--- config.mk ---
export PLATFORM = sky130hd
export DESIGN_NAME = pq_top
export DESIGN_NICKNAME = d
export VERILOG_FILES = /design/src/source/pq_pkg.sv /design/src/source/pq_cmd_decode.sv /design/src/source/pq_extreme_scan.sv /design/src/source/pq_fifo.sv /design/src/source/pq_store.sv /design/src/source/pq_top.sv
export SDC_FILE = /design/constraint.sdc
export NUM_CORES = 1
export LEC_CHECK = 0
export BUFFER_PORTS_ARGS = -buffer_cell sky130_fd_sc_hd__buf_2
export CELL_PAD_IN_SITES_DETAIL_PLACEMENT = 0
export CELL_PAD_IN_SITES_GLOBAL_PLACEMENT = 2
export CORE_UTILIZATION = 30
export CTS_CLUSTER_SIZE = 28
export DETAILED_ROUTE_END_ITERATION = 8
export HOLD_SLACK_MARGIN = 0.05
export MAX_ROUTING_LAYER = met4
export PLACE_DENSITY = 0.6
export SYNTH_ARGS = -nofsm -noshare
export SYNTH_HDL_FRONTEND = slang
export SYNTH_SLANG_ARGS = --single-unit
--- constraint.sdc ---
create_clock -name clk_in -period 7.5 [get_ports clk_in]
set_clock_uncertainty 0.15 [all_clocks]
set_input_delay 1.875 -clock clk_in [delete_from_list [all_inputs] [get_ports clk_in]]
set_output_delay 1.875 -clock clk_in [all_outputs]
set_load 0.02 [all_outputs]
--- src/source/pq_pkg.sv ---
package pq_pkg;

  // storage geometry
  localparam int DEPTH = 8;
  localparam int SLOT_W = 3;
  localparam int COUNT_W = 4;

  // entry payload
  localparam int TAG_W = 16;
  localparam int DATA_W = 16;

  localparam int CMD_FIFO_DEPTH = 4;

  typedef enum logic [1:0] {
    OP_ENQ     = 2'd0,
    OP_DEQ_MIN = 2'd1,
    OP_DEQ_MAX = 2'd2
  } op_e;

  // one queued client command
  typedef struct packed {
    op_e               op;
    logic [TAG_W-1:0]  tag;
    logic [DATA_W-1:0] data;
  } cmd_t;

  typedef logic [SLOT_W-1:0] slot_t;

endpackage

--- src/source/pq_cmd_decode.sv ---
`timescale 1ns/1ps

module pq_cmd_decode (
  input  logic                      clk_in,
  input  logic                      rst_in,
  input  logic                      cmd_valid,
  input  pq_pkg::op_e               cmd_op,
  input  logic [pq_pkg::TAG_W-1:0]  cmd_tag,
  input  logic [pq_pkg::DATA_W-1:0] cmd_data,
  input  logic                      exec_idle,
  output logic                      cmd_drop,
  output logic                      issue_valid,
  output pq_pkg::op_e               issue_op,
  output logic [pq_pkg::TAG_W-1:0]  issue_tag,
  output logic [pq_pkg::DATA_W-1:0] issue_data,
  output logic                      busy
);
  import pq_pkg::*;

  cmd_t cmd_in;
  cmd_t cmd_head;
  logic fifo_empty;
  logic fifo_full;
  logic pop;
  logic in_flight;

  assign cmd_in = '{op: cmd_op, tag: cmd_tag, data: cmd_data};

  pq_fifo #(
    .item_t (cmd_t),
    .DEPTH_P(CMD_FIFO_DEPTH),
    .PRELOAD(1'b0)
  ) cmd_fifo_inst (
    .clk_in   (clk_in),
    .rst_in   (rst_in),
    .push     (cmd_valid),
    .push_item(cmd_in),
    .pop      (pop),
    .head     (cmd_head),
    .empty    (fifo_empty),
    .full     (fifo_full)
  );

  // fifo ignores the push when full, so the command is lost here
  assign cmd_drop = cmd_valid && fifo_full;
  assign pop = exec_idle && !in_flight && !fifo_empty;
  assign busy = !fifo_empty || in_flight || !exec_idle;

  // in_flight covers the cycle before execute has seen the issue strobe
  always_ff @(posedge clk_in) begin
    if (rst_in) begin
      issue_valid <= 1'b0;
      in_flight <= 1'b0;
    end else begin
      issue_valid <= pop;
      if (pop) begin
        in_flight <= 1'b1;
      end else if (exec_idle && !issue_valid) begin
        in_flight <= 1'b0;
      end
    end
  end

  always_ff @(posedge clk_in) begin
    if (pop) begin
      issue_op <= cmd_head.op;
      issue_tag <= cmd_head.tag;
      issue_data <= cmd_head.data;
    end
  end

endmodule

--- src/source/pq_extreme_scan.sv ---
`timescale 1ns/1ps

module pq_extreme_scan (
  input  logic                                       clk_in,
  input  logic                                       rst_in,
  input  logic                                       scan_start,
  input  logic                                       scan_want_max,
  input  logic [pq_pkg::DEPTH-1:0]                   slot_valid,
  input  logic [pq_pkg::DEPTH-1:0][pq_pkg::TAG_W-1:0] slot_tags,
  output logic                                       scan_done,
  output logic                                       scan_hit,
  output pq_pkg::slot_t                              scan_slot
);
  import pq_pkg::*;

  logic active;
  logic last;
  logic want_max;
  logic found;
  slot_t idx;
  slot_t best_slot;
  logic [TAG_W-1:0] best_tag;
  logic [TAG_W-1:0] cur_tag;
  logic better;
  logic take;

  // one comparator, one slot per clock
  assign cur_tag = slot_tags[idx];
  assign better = want_max ? (cur_tag > best_tag) : (cur_tag < best_tag);
  // strict compare keeps the first slot on equal tags
  assign take = active && slot_valid[idx] && (!found || better);

  always_ff @(posedge clk_in) begin
    if (rst_in) begin
      active <= 1'b0;
      last <= 1'b0;
      found <= 1'b0;
      want_max <= 1'b0;
      idx <= '0;
      scan_done <= 1'b0;
    end else begin
      scan_done <= last;
      last <= 1'b0;
      if (scan_start) begin
        active <= 1'b1;
        idx <= '0;
        found <= 1'b0;
        want_max <= scan_want_max;
      end else if (active) begin
        if (take) begin
          found <= 1'b1;
        end
        if (idx == SLOT_W'(DEPTH - 1)) begin
          active <= 1'b0;
          last <= 1'b1;
        end else begin
          idx <= idx + 1'b1;
        end
      end
    end
  end

  always_ff @(posedge clk_in) begin
    if (scan_start) begin
      best_tag <= '0;
    end else if (take) begin
      best_tag <= cur_tag;
      best_slot <= idx;
    end
    // answer registered one cycle after the last slot
    if (last) begin
      scan_hit <= found;
      scan_slot <= best_slot;
    end
  end

endmodule

--- src/source/pq_fifo.sv ---
`timescale 1ns/1ps

module pq_fifo #(
  parameter type item_t = logic [7:0],
  parameter int DEPTH_P = 4,
  parameter bit PRELOAD = 1'b0
) (
  input  logic  clk_in,
  input  logic  rst_in,
  input  logic  push,
  input  item_t push_item,
  input  logic  pop,
  output item_t head,
  output logic  empty,
  output logic  full
);

  localparam int PTR_W = (DEPTH_P > 1) ? $clog2(DEPTH_P) : 1;
  localparam int CNT_W = $clog2(DEPTH_P + 1);
  localparam int ITEM_W = $bits(item_t);

  item_t mem [DEPTH_P];
  logic [PTR_W-1:0] rd_ptr;
  logic [PTR_W-1:0] wr_ptr;
  logic [CNT_W-1:0] level;
  logic do_push;
  logic do_pop;

  function automatic logic [PTR_W-1:0] next_ptr(input logic [PTR_W-1:0] ptr);
    if (ptr == PTR_W'(DEPTH_P - 1)) begin
      return '0;
    end
    return ptr + 1'b1;
  endfunction

  assign empty = (level == '0);
  assign full = (level == CNT_W'(DEPTH_P));
  // head is visible without a pop
  assign head = mem[rd_ptr];
  assign do_push = push && !full;
  assign do_pop = pop && !empty;

  always_ff @(posedge clk_in) begin
    if (rst_in) begin
      rd_ptr <= '0;
      wr_ptr <= '0;
      level <= PRELOAD ? CNT_W'(DEPTH_P) : '0;
    end else begin
      if (do_push) begin
        wr_ptr <= next_ptr(wr_ptr);
      end
      if (do_pop) begin
        rd_ptr <= next_ptr(rd_ptr);
      end
      if (do_push && !do_pop) begin
        level <= level + 1'b1;
      end else if (do_pop && !do_push) begin
        level <= level - 1'b1;
      end
    end
  end

  // preload entry i with value i, so the buffer starts full of slot indices
  always_ff @(posedge clk_in) begin
    if (rst_in && PRELOAD) begin
      for (int i = 0; i < DEPTH_P; i++) begin
        mem[i] <= item_t'(ITEM_W'(i));
      end
    end else if (!rst_in && do_push) begin
      mem[wr_ptr] <= push_item;
    end
  end

endmodule

--- src/source/pq_store.sv ---
`timescale 1ns/1ps

module pq_store (
  input  logic                                       clk_in,
  input  logic                                       rst_in,
  input  logic                                       issue_valid,
  input  pq_pkg::op_e                                issue_op,
  input  logic [pq_pkg::TAG_W-1:0]                   issue_tag,
  input  logic [pq_pkg::DATA_W-1:0]                  issue_data,
  input  pq_pkg::slot_t                              free_head,
  input  logic                                       free_empty,
  input  logic                                       scan_done,
  input  logic                                       scan_hit,
  input  pq_pkg::slot_t                              scan_slot,
  output logic                                       exec_idle,
  output logic                                       alloc,
  output logic                                       release_en,
  output pq_pkg::slot_t                              release_slot,
  output logic                                       scan_start,
  output logic                                       scan_want_max,
  output logic [pq_pkg::DEPTH-1:0]                   slot_valid,
  output logic [pq_pkg::DEPTH-1:0][pq_pkg::TAG_W-1:0] slot_tags,
  output logic                                       res_valid,
  output logic [pq_pkg::TAG_W-1:0]                   res_tag,
  output logic [pq_pkg::DATA_W-1:0]                  res_data,
  output logic                                       res_empty,
  output logic                                       enq_rejected,
  output logic [pq_pkg::COUNT_W-1:0]                 count
);
  import pq_pkg::*;

  typedef enum logic {
    ST_IDLE,
    ST_SCAN
  } state_e;

  state_e state;
  logic [DATA_W-1:0] data_mem [DEPTH];
  logic enq_cmd;
  logic deq_cmd;
  logic finish;

  assign exec_idle = (state == ST_IDLE);
  assign enq_cmd = exec_idle && issue_valid && (issue_op == OP_ENQ);
  assign deq_cmd = exec_idle && issue_valid && (issue_op != OP_ENQ);

  // free fifo head is the slot written this cycle
  assign alloc = enq_cmd && !free_empty;
  assign finish = (state == ST_SCAN) && scan_done;
  assign release_en = finish && scan_hit;
  assign release_slot = scan_slot;

  always_ff @(posedge clk_in) begin
    if (rst_in) begin
      state <= ST_IDLE;
      slot_valid <= '0;
      count <= '0;
      scan_start <= 1'b0;
      scan_want_max <= 1'b0;
      res_valid <= 1'b0;
      enq_rejected <= 1'b0;
    end else begin
      scan_start <= deq_cmd;
      res_valid <= finish;
      enq_rejected <= enq_cmd && free_empty;
      if (alloc) begin
        slot_valid[free_head] <= 1'b1;
        count <= count + 1'b1;
      end
      if (deq_cmd) begin
        state <= ST_SCAN;
        scan_want_max <= (issue_op == OP_DEQ_MAX);
      end
      // winner leaves the store and its slot goes back to the free fifo
      if (finish) begin
        state <= ST_IDLE;
        if (scan_hit) begin
          slot_valid[scan_slot] <= 1'b0;
          count <= count - 1'b1;
        end
      end
    end
  end

  always_ff @(posedge clk_in) begin
    if (alloc) begin
      slot_tags[free_head] <= issue_tag;
      data_mem[free_head] <= issue_data;
    end
    if (finish) begin
      res_empty <= !scan_hit;
      res_tag <= scan_hit ? slot_tags[scan_slot] : '0;
      res_data <= scan_hit ? data_mem[scan_slot] : '0;
    end
  end

endmodule

--- src/source/pq_top.sv ---
`timescale 1ns/1ps

module pq_top (
  input  logic                      clk_in,
  input  logic                      rst_in,
  input  logic                      cmd_valid,
  input  pq_pkg::op_e               cmd_op,
  input  logic [pq_pkg::TAG_W-1:0]  cmd_tag,
  input  logic [pq_pkg::DATA_W-1:0] cmd_data,
  output logic                      cmd_drop,
  output logic                      res_valid,
  output logic [pq_pkg::TAG_W-1:0]  res_tag,
  output logic [pq_pkg::DATA_W-1:0] res_data,
  output logic                      res_empty,
  output logic                      enq_rejected,
  output logic [pq_pkg::COUNT_W-1:0] count,
  output logic                      busy
);
  import pq_pkg::*;

  // decode to execute
  logic exec_idle;
  logic issue_valid;
  op_e issue_op;
  logic [TAG_W-1:0] issue_tag;
  logic [DATA_W-1:0] issue_data;

  // store to free-slot fifo
  slot_t free_head;
  logic free_empty;
  logic alloc;
  logic release_en;
  slot_t release_slot;

  // store to scan
  logic scan_start;
  logic scan_want_max;
  logic [DEPTH-1:0] slot_valid;
  logic [DEPTH-1:0][TAG_W-1:0] slot_tags;
  logic scan_done;
  logic scan_hit;
  slot_t scan_slot;

  pq_cmd_decode pq_cmd_decode_inst (.*);

  pq_store pq_store_inst (.*);

  pq_extreme_scan pq_extreme_scan_inst (.*);

  // starts full with slots 0..DEPTH-1 and never holds a slot twice
  pq_fifo #(
    .item_t (slot_t),
    .DEPTH_P(DEPTH),
    .PRELOAD(1'b1)
  ) free_fifo_inst (
    .clk_in   (clk_in),
    .rst_in   (rst_in),
    .push     (release_en),
    .push_item(release_slot),
    .pop      (alloc),
    .head     (free_head),
    .empty    (free_empty),
    .full     ()
  );

endmodule

==> summary.txt <==
DRT iter0 DRCs = 839
mean routed wirelength per cell = 22.5 um
routing usage on met2 = 24.1%
synth top area cells = edfxtp_1, mux4_2, dfxtp_1
I/O pins = 78
vias in the first global route = 12083
Arr. time, crit path = 5.07 ns
CP Max Fanout = 21
ratio of final minimum period to clock period = 62.7%
Residual DRC = 0
largest net degree at the start of global routing = 56
grt ovf = 0
setup violators final = 0
die width = 270 um
CTS HTree Levels = 2
Setup crit end kind = register
status = complete, no violations
multi-input logic area = 5360 um^2
most used routing layer = met2
dpl hpwl = 28500 um
WP data required = 7.87 ns
fin worst setup slack = 2.80 ns
CTS resizes = 0
post-CTS repair timing setup buffer count = 0
dominant cell type by area after synthesis = edfxtp_1
Clock Pin Slew Worst Setup and Hold Paths = 0.06 ns
Skew-Pair Late Insertion Delay = 0.62 ns
Worst Tran Pin Value = 1.12 ns
Power Density = 306 nW/um^2
mapped cell area = 21600 um^2
dpl cell area = 23300 um^2
EDFF count, synth = 490
Reg power frac = 53.2%
global-route wire length before repair = 78500 um
critical path class = register to register
commonest non-fill, non-tap cells in the layout = edfxtp_1, a22oi_1, buf_2
maximum VDD drop = 0.000183 V
Crit path largest cell delay = 0.81 ns
met1 usage = 18.8%
Syn Nets = 1287
Design Area, Final = 25200 um^2
critical path, cell by cell = buf_4, mux4_2, mux2_2, ha_1, a41o_1, a21oi_1, or4_4, and4b_4, nor3_4, mux2_4
clock sink total = 553
synthesized netlist cell count = 1215
pre-CTS setup slack = 2.67 ns
ANT nets after route = 0
CTS buffer count = 58
final wirelength = 52200 um
met3 usage = 1.91%
Initial Utilization = 30.3%
P_int = 5870 uW
Final Hold Viols = 0
post-layout util = 35.3%
Comb power frac = 9.0%
layout cell share with drive strength beyond 1 = 23.6%
Synth warnings = 0
die height = 270 um
core area = 71400 um^2
Clock power frac = 37.8%
routed vias = 11384
switching power = 1850 uW
Nets = 1389
final setup TNS = 0 ns
Setup crit start kind = register
die area = 73100 um^2
Final min period = 4.70 ns
Mean Syn Cell Area = 17.8 um^2
post-DR vias/cell = 4.91
Async SR Flop Fraction = 0%
max cap viols = 0
cts-stage hold buffer count = 0
GR Util All Layers = 14.8%
DR pass1 iterations = 5
Slowest cell on crit path = nor3_4
Main synth FF type = edfxtp_1
Rows = 98
#FFs+latches synth = 553
leakage = 0.00790 uW
Synth top area share = 68.1%
sequential-to-total area share from yosys stat = 73.9%
initial antenna violation count = 0
switching share of total power = 23.9%
synth-to-layout area growth = 16.6%
routability cong. = 0.738
most common cell after layout, fill and taps aside = edfxtp_1
number of port buffers = 77
register area = 16000 um^2
Max Slew Vio Count = 0
Layout fillers = 6766
Root Buffer = clkbuf_16
Slew Limit Headroom = 25.3%
RSZ-0062 raised after global routing = false
CTS tree = done
min-delay worst type = register to register
synth unique cells = 48
Clock Path Buffers = 3
fmax = 213 MHz
final timing paths:
path / from / cells past startpoint / to / slack, ns
setup / recovery: pq_extreme_scan_inst.idx[0] / 10 / pq_extreme_scan_inst.best_tag[0] / 2.80
hold reg to reg: pq_extreme_scan_inst.best_slot[1] / 0 / pq_extreme_scan_inst.scan_slot[1] / 0.28
hold / removal: pq_extreme_scan_inst.best_slot[1] / 0 / pq_extreme_scan_inst.scan_slot[1] / 0.28
setup reg to reg: pq_extreme_scan_inst.idx[0] / 10 / pq_extreme_scan_inst.best_tag[0] / 2.80
power by group through the flow:
stage / Clock [uW] / Sequential, uW / Combinational (uW)
5_1_grt: 3110 / 4160 / 778
3_5_place_dp: 0 / 4180 / 715
3_3_place_gp: 0 / 4160 / 715
4_1_cts: 3000 / 4120 / 717
6_report: 2920 / 4110 / 693
2_1_floorplan: 0 / 4040 / 538
area by class of cell:
cell class	instances	area share, %
Tap cell	950	4.72
Timing Repair Buffer	106	2.39
Sequential cell	553	63.4
Clock buffer	73	6.14
Clock inverter	36	1.57
Inverter	31	0.462
Antenna cell	1	0.00993
Multi-Input combinational cell	567	21.3
cell families (layout without fill, tap and decap cells):
family / after synthesis / in the layout / synth area share (%)
compound gates: 216 / 216 / 7.39
xor+xnor: 9 / 9 / 0.365
fa+ha+maj: 35 / 35 / 2.10
buf+inv: 95 / 246 / 1.77
flops: 553 / 553 / 73.9
mux: 117 / 117 / 9.84
other cells: 0 / 1 / 0
simple gates: 190 / 190 / 4.64
per-stage QoR:
step                total power (uW)  std cells  hold WS, ns
floorplan                       4570       1215        0.250
CTS                             7840       2316        0.283
finish                          7720       2317        0.282
global route                    8040       2316        0.294
detailed placement              4900       2207        0.293
global placement                4880       2207        0.295
synth_stat cells (19+ instances only):
master / number
nor2_1: 44
dfxtp_1: 63
a41oi_1: 32
mux4_2: 74
nor3_1: 21
mux2_2: 19
nand2_1: 34
nand2b_1: 39
edfxtp_1: 490
inv_1: 28
a21oi_1: 29
mux2i_1: 23
a22oi_1: 129
ha_1: 33
clkbuf_1: 49
per-layer routing:
metal  vias to the layer above  part of all wire [%]
li1                       5110                     -
met1                      5879                    44
met2                       305                    49
met3                        90                   4.2
met4                         0                   2.6
met5                         -                     0
flip-flops by register name (all words and copies together) (netlist names), 24 cells and up, named ones only:
signal / flops
pq_cmd_decode_inst.cmd_fifo_inst.mem: 136
pq_store_inst.slot_tags: 128
free_fifo_inst.mem: 24
pq_store_inst.data_mem: 128
critical path: cells and delay by family, from the launching register on:
family / cells / cell delay, ns
compound gates: 2 / 0.22
fa+ha+maj: 1 / 0.32
buf+inv: 1 / 0.52
flops: 1 / 0.72
mux: 3 / 1.21
simple gates: 3 / 1.44
Note: power is estimated with default switching activity, not from simulation.
